===== src/source/pulse_pkg.sv =====
`default_nettype none

package pulse_pkg;

	localparam int count_bits = 8;
	localparam int width_bits = 8;
	localparam int opcode_bits = 2;
	localparam int result_bits = 16;

	// Opcode 3 has no meaning and is refused by the decoder.
	localparam logic [opcode_bits-1:0] op_nop = 2'd0;
	localparam logic [opcode_bits-1:0] op_config = 2'd1;
	localparam logic [opcode_bits-1:0] op_fire = 2'd2;

	localparam int state_bits = 3;
	localparam logic [state_bits-1:0] st_idle = 3'd0;
	localparam logic [state_bits-1:0] st_prepare = 3'd1;
	localparam logic [state_bits-1:0] st_train = 3'd2;
	localparam logic [state_bits-1:0] st_gap = 3'd3;
	localparam logic [state_bits-1:0] st_finish = 3'd4;

	// The 16-bit payload under the opcode, read according to the opcode.
	typedef union packed {
		struct packed {
			logic [count_bits-1:0] pulse_num;
			logic [width_bits-1:0] pulse_width;
		} cfg;
		struct packed {
			logic [count_bits-1:0] burst_count;
			logic [count_bits-1:0] idle_gap;
		} fire;
	} cmd_payload_t;

endpackage : pulse_pkg

`default_nettype wire


===== src/source/burst_result.sv =====
`timescale 1ns/1ns
`default_nettype none

module burst_result import pulse_pkg::*; (
	input logic clk,
	input logic reset,
	input logic burst_end,
	input logic reject_strobe,

	output logic burst_done,
	output logic [result_bits-1:0] bursts_finished,
	output logic cmd_reject
);

	always_ff @(posedge clk) begin
		if (reset) begin
			burst_done <= 0;
			cmd_reject <= 0;
			bursts_finished <= 0;
		end
		else begin
			burst_done <= burst_end;
			cmd_reject <= reject_strobe;
			// The new count shows in the same cycle as burst_done, wrapping at the top.
			if (burst_end) begin
				bursts_finished <= bursts_finished + 1'b1;
			end
		end
	end // always_ff

endmodule : burst_result

`default_nettype wire


===== src/source/pulse_cmd_decode.sv =====
`timescale 1ns/1ns
`default_nettype none

module pulse_cmd_decode import pulse_pkg::*; (
	input logic clk,
	input logic reset,
	input logic cmd_valid,
	input logic [opcode_bits-1:0] cmd_opcode,
	input cmd_payload_t cmd_payload,
	input logic busy,

	output logic [count_bits-1:0] pulse_num,
	output logic [width_bits-1:0] pulse_width,
	output logic [count_bits-1:0] burst_count,
	output logic [count_bits-1:0] idle_gap,
	output logic fire_strobe,
	output logic reject_strobe
);

	logic accept;

	// A FIRE that is still on its way to the FSM counts as busy too.
	assign accept = !busy & !fire_strobe;

	always_ff @(posedge clk) begin
		if (reset) begin
			fire_strobe <= 0;
			reject_strobe <= 0;
			pulse_num <= 0;
			pulse_width <= 0;
		end
		else begin
			fire_strobe <= 0;
			reject_strobe <= 0;
			if (cmd_valid) begin
				case (cmd_opcode)
					op_nop: ;
					op_config: begin
						if (accept) begin
							pulse_num <= cmd_payload.cfg.pulse_num;
							pulse_width <= cmd_payload.cfg.pulse_width;
						end
						else begin
							reject_strobe <= 1;
						end
					end
					op_fire: begin
						fire_strobe <= accept;
						reject_strobe <= !accept;
					end
					default: reject_strobe <= 1;
				endcase
			end
		end
	end // always_ff

	// Burst fields only matter from fire_strobe until the burst finishes.
	always_ff @(posedge clk) begin
		if (cmd_valid & (cmd_opcode == op_fire) & accept) begin
			burst_count <= cmd_payload.fire.burst_count;
			idle_gap <= cmd_payload.fire.idle_gap;
		end
	end // always_ff

endmodule : pulse_cmd_decode

`default_nettype wire


===== src/source/pulse_fsm.sv =====
`timescale 1ns/1ns
`default_nettype none

module pulse_fsm import pulse_pkg::*; (
	input logic clk,
	input logic reset,
	input logic en,
	input logic fire_strobe,
	input logic [count_bits-1:0] burst_count,
	input logic [count_bits-1:0] idle_gap,
	input logic train_end,

	output logic train_start,
	output logic working,
	output logic busy,
	output logic burst_end
);

	logic [state_bits-1:0] state;
	logic [count_bits-1:0] trains_left;
	logic [count_bits-1:0] gap_cnt;
	logic [count_bits-1:0] gap_top;
	logic last_train;
	logic gap_done;
	logic back_to_back;

	assign gap_top = idle_gap - 1'b1;
	assign gap_done = gap_cnt == gap_top; // Only looked at while idle_gap is nonzero.
	assign last_train = trains_left == 1;
	assign back_to_back = train_end & !last_train & ~|idle_gap;

	// Loads the pulse counter in the cycle before each train begins.
	assign train_start = en & ((state == st_prepare) | ((state == st_gap) & gap_done) |
		((state == st_train) & back_to_back));

	assign burst_end = (state == st_train) & train_end & last_train;
	assign working = state == st_train;
	assign busy = state != st_idle;

	always_ff @(posedge clk) begin
		if (reset) begin
			state <= st_idle;
			trains_left <= 0;
			gap_cnt <= 0;
		end
		else begin
			case (state)
				st_idle: begin
					// A command is taken even with en low; counting waits in prepare.
					if (fire_strobe) begin
						trains_left <= (|burst_count) ? burst_count : 1;
						state <= st_prepare;
					end
				end
				st_prepare: if (en) state <= st_train;
				st_train: begin
					if (train_end) begin
						gap_cnt <= 0;
						if (last_train) begin
							state <= st_finish;
						end
						else begin
							trains_left <= trains_left - 1'b1;
							if (|idle_gap) state <= st_gap;
						end
					end
				end
				st_gap: begin
					if (en) begin
						gap_cnt <= gap_cnt + 1'b1;
						if (gap_done) state <= st_train;
					end
				end
				st_finish: if (en) state <= st_idle;
				default: state <= st_idle;
			endcase
		end
	end // always_ff

endmodule : pulse_fsm

`default_nettype wire


===== src/source/pulse_gen.sv =====
`timescale 1ns/1ns
`default_nettype none

module pulse_gen import pulse_pkg::*; (
	input logic clk,
	input logic reset,
	input logic en,
	input logic train_start,
	input logic working,
	input logic [count_bits-1:0] pulse_num,
	input logic [width_bits-1:0] pulse_width,

	output logic out,
	output logic train_end
);

	logic [count_bits-1:0] last_num;
	logic [width_bits-1:0] last_width;
	logic [count_bits-1:0] num_cnt;
	logic [width_bits:0] width_cnt; // One bit wider, a period is twice the width.

	logic [count_bits-1:0] num_top;
	logic [width_bits:0] width_top;
	logic zero_train;
	logic num_reached;
	logic width_reached;

	assign num_top = last_num - 1'b1;
	assign width_top = {last_width, 1'b0} - 1'b1;
	assign zero_train = (~|last_num) | (~|last_width);

	// With a zero count or width both targets count as reached at once.
	always_comb begin
		num_reached = num_cnt == num_top;
		width_reached = width_cnt == width_top;
		if (zero_train) begin
			num_reached = 1;
			width_reached = 1;
		end
	end // always_comb

	assign train_end = en & working & num_reached & width_reached;

	always_comb begin
		out = working & (width_cnt < {1'b0, last_width});
		if (zero_train) begin
			out = 0;
		end
	end // always_comb

	always_ff @(posedge clk) begin
		if (train_start) begin
			last_num <= pulse_num;
			last_width <= pulse_width;
		end
	end // always_ff

	always_ff @(posedge clk) begin
		if (reset) begin
			num_cnt <= 0;
			width_cnt <= 0;
		end
		else if (train_start) begin
			num_cnt <= 0;
			width_cnt <= 0;
		end
		else if (en & working) begin
			if (width_reached) begin
				width_cnt <= 0;
				if (num_reached) begin
					num_cnt <= 0;
				end
				else begin
					num_cnt <= num_cnt + 1'b1;
				end
			end
			else begin
				width_cnt <= width_cnt + 1'b1;
			end
		end
	end // always_ff

endmodule : pulse_gen

`default_nettype wire


===== src/source/pulse_unit.sv =====
`timescale 1ns/1ns
`default_nettype none

module pulse_unit import pulse_pkg::*; (
	input logic clk,
	input logic reset,
	input logic en,
	input logic cmd_valid,
	input logic [opcode_bits-1:0] cmd_opcode,
	input cmd_payload_t cmd_payload,

	output logic out,
	output logic busy,
	output logic burst_done,
	output logic [result_bits-1:0] bursts_finished,
	output logic cmd_reject
);

	logic [count_bits-1:0] pulse_num;
	logic [width_bits-1:0] pulse_width;
	logic [count_bits-1:0] burst_count;
	logic [count_bits-1:0] idle_gap;
	logic fire_strobe;
	logic reject_strobe;
	logic train_start;
	logic working;
	logic train_end;
	logic burst_end;

	pulse_cmd_decode decode (
		.clk(clk),
		.reset(reset),
		.cmd_valid(cmd_valid),
		.cmd_opcode(cmd_opcode),
		.cmd_payload(cmd_payload),
		.busy(busy),
		.pulse_num(pulse_num),
		.pulse_width(pulse_width),
		.burst_count(burst_count),
		.idle_gap(idle_gap),
		.fire_strobe(fire_strobe),
		.reject_strobe(reject_strobe)
	);

	pulse_fsm fsm (
		.clk(clk),
		.reset(reset),
		.en(en),
		.fire_strobe(fire_strobe),
		.burst_count(burst_count),
		.idle_gap(idle_gap),
		.train_end(train_end),
		.train_start(train_start),
		.working(working),
		.busy(busy),
		.burst_end(burst_end)
	);

	pulse_gen gen (
		.clk(clk),
		.reset(reset),
		.en(en),
		.train_start(train_start),
		.working(working),
		.pulse_num(pulse_num),
		.pulse_width(pulse_width),
		.out(out),
		.train_end(train_end)
	);

	burst_result result (
		.clk(clk),
		.reset(reset),
		.burst_end(burst_end),
		.reject_strobe(reject_strobe),
		.burst_done(burst_done),
		.bursts_finished(bursts_finished),
		.cmd_reject(cmd_reject)
	);

endmodule : pulse_unit

`default_nettype wire


===== config.mk =====
export PLATFORM = sky130hd
export DESIGN_NAME = pulse_unit
export DESIGN_NICKNAME = d
export VERILOG_FILES = /design/src/source/pulse_pkg.sv /design/src/source/burst_result.sv /design/src/source/pulse_cmd_decode.sv /design/src/source/pulse_fsm.sv /design/src/source/pulse_gen.sv /design/src/source/pulse_unit.sv
export SDC_FILE = /design/constraint.sdc
export NUM_CORES = 1
export LEC_CHECK = 0
export BUFFER_PORTS_ARGS = -buffer_cell sky130_fd_sc_hd__buf_2
export CORE_UTILIZATION = 35
export CTS_BUF_LIST = sky130_fd_sc_hd__clkbuf_8 sky130_fd_sc_hd__clkbuf_16
export DETAILED_ROUTE_END_ITERATION = 6
export GPL_TIMING_DRIVEN = 0
export PLACE_DENSITY = 0.5
export SYNTH_ARGS = -nofsm -noshare
export SYNTH_HDL_FRONTEND = slang
export SYNTH_HIERARCHICAL = 1
export SYNTH_SLANG_ARGS = --single-unit

===== constraint.sdc =====
create_clock -name clk -period 10.6 [get_ports clk]
set_input_delay 0 -clock clk [delete_from_list [all_inputs] [get_ports clk]]
set_output_delay 0 -clock clk [all_outputs]
set_load 0.01 [all_outputs]

==> results of run 1 <==
==> per-stage QoR <==
step | setup slack (ns) | utilization (%)
after floorplan | 6.77 | -
after global placement | 5.65 | 39.3
after detailed placement | 6.21 | 39.3
after CTS | 6.17 | 42.3
after global routing | 5.76 | 42.3
final | 6.18 | 42.3
==> path summary, 6_finish.rpt <==
check                              from                    endpoint  slack (ns)  cells after the start
setup / recovery      gen/last_width[0]  result/bursts_finished[15]        6.18                     13
hold / removal                       en                fsm/state[1]        0.02                      3
setup reg to reg      gen/last_width[0]  result/bursts_finished[15]        6.18                     13
hold reg to reg   decode/pulse_width[2]           gen/last_width[2]        0.44                      0
==> registers in the layout, summed over array words and instances (netlist names) <==
register,flops
result/cmd_reject,1
fsm/state,3
decode/idle_gap,8
gen/last_width,8
result/bursts_finished,16
gen/width_cnt,9
fsm/gap_cnt,8
decode/reject_strobe,1
decode/fire_strobe,1
decode/burst_count,8
result/burst_done,1
decode/pulse_num,8
gen/last_num,8
gen/num_cnt,8
fsm/trains_left,8
decode/pulse_width,8
==> worst min-delay path, cell delays in order <==
cell and delay (ns):
buf_2 0.15, nand2_1 0.11, a21oi_1 0.07
==> layout make-up <==
type	instances	area, um2	share of cell area (%)
Buffer	20	115	1.78
Clock buffer	9	225	3.48
Clock inverter	7	66.3	1.02
Inverter	27	101	1.56
Multi-Input combinational cell	431	2930	45.2
Sequential cell	104	2400	37.1
Tap cell	211	264	4.07
Timing Repair Buffer	58	375	5.79
==> cell families (layout without fill, tap and decap cells) <==
family,Yosys count,in the layout,share of synthesized area [%]
AOI/OAI and AO/OA,96,96,12.5
xor gates and xnor gates,50,50,7.90
adders and majority gates,18,18,4.06
buffers and inverters,47,121,3.90
DFF,104,104,43.3
muxes,22,22,4.08
and+or+nand+nor,245,245,24.2
==> layer usage <==
layer	up-vias	routed length [um]
met5	-	0
met1	2017	5920
met2	77	5830
li1	2216	-
met3	22	375
met4	0	275
==> power breakdown <==
| group | total, uW | switching (uW) | internal (uW) |
|---|---|---|---|
| registers | 456 | 19.5 | 436 |
| clock network | 330 | 164 | 165 |
| logic | 163 | 95.4 | 67.7 |
| total | 948 | 279 | 669 |
==> cells in the final DEF, fill, tap and decap left out, drive strengths merged, types with 17 or more instances in the layout <==
| master | synthesis | routed |
|---|---|---|
| clkbuf | 12 | 21 |
| nand2 | 32 | 32 |
| mux2i | 20 | 20 |
| dlygate4sd3 | 0 | 17 |
| nor2 | 68 | 68 |
| xor2 | 26 | 26 |
| edfxtp | 32 | 32 |
| inv | 26 | 31 |
| nand2b | 40 | 40 |
| dfxtp | 72 | 72 |
| buf | 8 | 49 |
| xnor2 | 24 | 24 |
| o21ai | 23 | 23 |
| ha | 18 | 18 |
==> repair_timing <==
action | in CTS | in global routing
hold buffers | 17 | 0
buffers inserted | 0 | 0
setup endpoints to repair | 0 | 0
hold endpoints to repair | 33 | 0
==> metrics.md, run 1 <==
| Metric | Value |
|---|---|
| Remaining antenna violation count | 0 |
| Slowest cell on the critical path | a211oi_1 |
| # IOs | 42 |
| Non-filler instance count after layout | 867 |
| Peak supply drop | 0.0907 mV |
| Worst-path clk slew | 0.07 ns |
| Syn Nets | 622 |
| WS Path Type | reg2reg |
| Max clock buf depth | 2 |
| Share of cells above drive strength 1 | 13.4% |
| Total power | 948 uW |
| Number of global-route vias before repair | 4189 |
| Drt pass-1 iters | 5 |
| Critical path buffers and inverters | 2 |
| Outcome | finished, final reports clean |
| Total grt overflow | 0 |
| Root buf cell | clkbuf_16 |
| Slew HR | 29.0% |
| Die area | 16300 um2 |
| Most used routing layer | met2 |
| Iter 0 DRT Violations | 171 |
| Post-Route WL | 12.4 mm |
| Netlist Area Pre-Place | 5540 um2 |
| Top cells by area, synth | dfxtp_1 26%, edfxtp_1 17%, nor2_1 4.5% |
| Clock skew | 0.0112 ns |
| Starting Density | 36.2% |
| PortBufs | 41 |
| Commonest cells in the netlist | 72 x dfxtp_1, 67 x nor2_1, 40 x nand2b_1 |
| Final setup vio count | 0 |
| Top-area cell type share of the netlist area | 26.0% |
| Synth-to-layout area growth | 16.9% |
| Post-Place Cells | 834 |
| Startpoint Class | flop |
| Wire per inst | 14.3 um |
| Leak | 0.00242 uW |
| CTS H-tree lvls | 3 |
| Achievable Freq | 0.226 GHz |
| Worst Path Arrival | 4.71 ns |
| CP endpoint kind | flop |
| Initial antenna violation count | 0 |
| PD cells | 146 nW/um2 |
| Met3 usage | 3.34% |
| DRC | 0 |
| Rows | 45 |
| Synth cell types | 77 |
| Die width | 128 um |
| Leading area contributor after synthesis | dfxtp_1 |
| Crit share post-route | 41.7% |
| Dpl hpwl | 9.03 mm |
| Ys flop type | dfxtp_1 |
| Pins Over Slew Limit | 0 |
| Count leader, synth | dfxtp_1 |
| Slowest stage delay, CP | 0.89 ns |
| Met1 GRT Util | 20.3% |
| Synthesized area per cell | 9.53 um2 |
| Die Y | 128 um |
| CTS Buf Count | 9 |
| Max-Cap Viols | 0 |
| Synth Register Bits | 104 |
| First-pass GRT wire length | 20.6 mm |
| Crit path max fanout | 9 |
| Placer Congestion | 0.841 |
| Design Area, Final | 6480 um2 |
| Cell Area, Placed | 6020 um2 |
| Clock sinks | 104 |
| Met2 Use GR | 26.6% |
| Tmin final | 4.42 ns |
| Post-Synthesis Cells | 582 |
| Post-synth EDFFs | 32 |
| Total Routing Usage GR | 16.2% |
| CP cell instances | inv_1 -> ha_1 -> nor2b_1 -> or3_1 -> a31o_1 -> o31a_1 -> a211oi_1 -> and3_1 -> buf_4 -> nand4_2 -> nor2_1 -> or4b_1 -> a21oi_1 |
| RSZ-0062 raised after global routing | false |
| Clk Latency, worst-skew pair | 0.36 ns |
| Largest net degree at the start of global routing | 20 |
| Family with the most delay on the worst path | compound AO/OA/AOI/OAI gates |
| FILL cells | 1512 |
| Final Hold Viols | 0 |
| CTS tree | done |
| Avg Vias per Cell | 5.00 |
| Post-synthesis sequential area ratio | 43.3% |
| HP Class | in2reg |
| Final hold slack | 0.0186 ns |
| Core footprint | 15300 um2 |
| Fraction of registers with async set/reset | 0% |
| Syn. warnings | 6 |
| Slew at the pin closest to its max-slew limit | 1.06 ns |
| CP Data Required Time | 10.89 ns |
| Final Net Count | 691 |
| Ant diodes | 0 |
| Resize count post-CTS | 0 |
| Vias | 4332 |
| TNS Setup | 0 ns |
Power figures use the tool's default switching activity.
==> run 2, diff against run 1 <==
Settings changed: PLACE_DENSITY 0.5 to 0.52.
Clock period 10.6 ns to 3.8 ns, I/O delays scaled along.
==> run 2 against run 1 <==
Sequential share of layout area is 0.63 points lower. First-iteration DRC count is 33% higher. Critical endpoint is now result/bursts_finished[14]. Worst hold slack better by 0.034 ns. Count of clock-buffer cells in the layout stayed put. Via count is 2.2% higher. Final area is 1.7% higher. Critical path depth is 1 higher. Largest cell class unchanged. Global-route usage is 0.19 points higher. Routed wire length is 1.8% higher.
==> metrics.md, run 2 (synthesis results as in run 1) <==
| Metric | Value |
|---|---|
| CTS tree | done |
| Die area | 16300 um2 (unchanged) |
| Remaining antenna violation count | 0 (unchanged) |
| Number of global-route vias before repair | 4250 (+1.5%) |
| Dpl hpwl | 9.28 mm (+2.8%) |
| Avg Vias per Cell | 5.03 (+0.61%) |
| Tmin final | 3.59 ns (-0.837 ns) |
| Max layer used | met4 |
| Final WS setup | 0.213 ns (-5.96 ns) |
| Slew HR | 65.5% (+37 points) |
| Clk Latency, worst-skew pair | 0.35 ns (about the same) |
| Crit path top cell by count | or3_1 |
| Die Y | 128 um (unchanged) |
| PortBufs | 41 (unchanged) |
| Critical Path Source | gen/last_width[1] |
| Family with the most delay on the worst path | simple AND/OR/NAND/NOR gates |
| Rows | 45 (unchanged) |
| HP Class | in2reg |
| Reg2reg path depth | 14 (+1) |
| Clock sinks | 104 (unchanged) |
| Post-Route WL | 12.6 mm (+1.8%) |
| Worst R2R End | result/bursts_finished[14] |
| Sw Ratio | 28.5% (-0.93 points) |
| Critical path buffers and inverters | 3 (+1) |
| Share of cells above drive strength 1 | 14.9% (+1.5 points) |
| Design Area, Final | 6590 um2 (+1.7%) |
| Wire per inst | 14.3 um (+0.17%) |
| DRC | 0 (unchanged) |
| # IOs | 42 (unchanged) |
| Worst-path clk slew | 0.08 ns (about the same) |
| Psw | 746 uW (+170%) |
| Clock Power Share | 33.0% (-1.8 points) |
| Cell Area, Placed | 6020 um2 (unchanged) |
| Most common cell after layout, fill and taps aside | dfxtp_1 |
| Crit. path cell count | 14 (+1) |
| Routed wl met3 | 479 um (+28%) |
| Drt pass-1 iters | 4 (-1) |
| WS Path Type | reg2reg |
| First-pass GRT wire length | 20.8 mm (+0.74%) |
| Peak supply drop | 0.207 mV (+130%) |
| Largest net degree at the start of global routing | 19 (-5.0%) |
| Slew at the pin closest to its max-slew limit | 0.510 ns (-0.548 ns) |
| Total Routing Usage GR | 16.3% (+0.19 points) |
| Reg power frac | 48.5% (+0.5 points) |
| TNS Setup | 0 ns (unchanged) |
| Achievable Freq | 0.279 GHz (+23%) |
| Max clock buf depth | 2 (unchanged) |
| Final Hold Viols | 0 (unchanged) |
| Vias | 4429 (+2.2%) |
| Slowest stage delay, CP | 0.41 ns (-0.48 ns) |
| PD cells | 397 nW/um2 (+170%) |
| Core footprint | 15300 um2 (unchanged) |
| CP Data Required Time | 4.08 ns (-6.81 ns) |
| Post-Place Cells | 834 (unchanged) |
| Register name with the most flops | result/bursts_finished |
| Crit path max fanout | 8 (-1) |
| Initial antenna violation count | 0 (unchanged) |
| Largest register FFs | 16 (unchanged) |
| Non-filler instance count after layout | 881 (+1.6%) |
| Startpoint Class | flop |
| Most frequent cells in the layout | 72 x dfxtp_1, 67 x nor2_1, 42 x buf_2 |
| Root buf cell | clkbuf_16 |
| Routed wl met2 | 5.97 mm (+2.5%) |
| Int Power | 1870 uW (+180%) |
| R2R setup slack | 0.21 ns (-5.96 ns) |
| Leak | 0.00249 uW (+3.2%) |
| CP endpoint kind | flop |
| CP Capture Point | result/bursts_finished[14] |
| Outcome | finished, final reports clean |
| CTS H-tree lvls | 3 (unchanged) |
| R2R Path Start | gen/last_width[1] |
| Ant diodes | 0 (unchanged) |
| Post-Route M1 WL | 6.02 mm (+1.7%) |
| Max-Cap Viols | 0 (unchanged) |
| Pre-CTS setup slack | -0.666 ns (-6.87 ns) |
| Crit share post-route | 94.4% (+53 points) |
| Synth-to-layout area growth | 18.9% |
| Final setup vio count | 0 (unchanged) |
| Die width | 128 um (unchanged) |
| Total grt overflow | 0 (unchanged) |
| Total power | 2620 uW (+180%) |
| CTS Buf Count | 9 (unchanged) |
| Largest registers | result/bursts_finished (16), gen/width_cnt (9) |
| Worst Path Arrival | 3.87 ns (-0.84 ns) |
| CP cell instances | inv_1 -> ha_1 -> nor2b_1 -> or3_1 -> a31o_1 -> o31a_1 -> a211oi_4 -> buf_4 -> and3_1 -> buf_4 -> nand3_2 -> or3_1 -> or3_1 -> a21oi_1 |
| Iter 0 DRT Violations | 227 (+33%) |
| Placer Congestion | 0.826 (-1.8%) |
| Slowest cell on the critical path | edfxtp_1 |
| Clock skew | 0.0157 ns (+0.00446 ns) |
| Final Net Count | 705 (+2.0%) |
| Logic pwr share | 18.5% (+1.3 points) |
| Starting Density | 36.2% (unchanged) |
| Pins Over Slew Limit | 0 (unchanged) |
==> run 2: worst min-delay path by stage <==
stage                         start               endpoint  slack, ns  cells after the start
floorplan                     reset     fsm/trains_left[1]       0.06                      1
global placement     cmd_payload[9]  decode/burst_count[1]       0.21                      1
detailed placement  cmd_payload[10]  decode/burst_count[2]       0.21                      1
CTS                              en           fsm/state[1]       0.03                      3
global route          cmd_opcode[1]   decode/reject_strobe       0.06                      4
finish                        reset           fsm/state[1]       0.05                      2
==> run 2: metrics by stage <==
stage	util, %	hold WS [ns]
2_1_floorplan	-	0.0646
3_3_place_gp	39.3	0.211
5_1_grt	43.0	0.0601
4_1_cts	42.4	0.0258
6_report	43.0	0.0525
3_5_place_dp	39.3	0.211
==> run 2: what timing repair did <==
action                                 CTS  global route
endpoints found under the hold margin   33             0
setup endpoints to repair               65            20
pin swaps                                2             2
gates resized for setup                  2             3
buffers inserted                         4            10
hold buffers                            17             0
==> run 2: area by class of cell <==
cell class / count / area (um2)
plain buffers: 20 / 115
clock buffers: 9 / 225
clock inverters: 7 / 43.8
fillers: 1553 / 8720
inverters: 27 / 101
multi-input cells: 431 / 2960
flip-flops and latches: 104 / 2400
well taps: 211 / 264
repair buffers: 72 / 480
==> run 2: routing by layer <==
layer,vias to the layer above,GRT usage [%]
li1,2238,-
met3,10,4.17
met2,68,26.5
met4,0,5.67
met1,2113,21.1
met5,-,0
==> run 2: power by group through the flow <==
| stage | Sequential (uW) | Clock [uW] | Combinational, uW |
|---|---|---|---|
| 3_5_place_dp | 1300 | 0 | 439 |
| 5_1_grt | 1280 | 947 | 536 |
| 3_3_place_gp | 1300 | 0 | 428 |
| 4_1_cts | 1270 | 902 | 460 |
| 6_report | 1270 | 864 | 484 |
| 2_1_floorplan | 1280 | 0 | 330 |
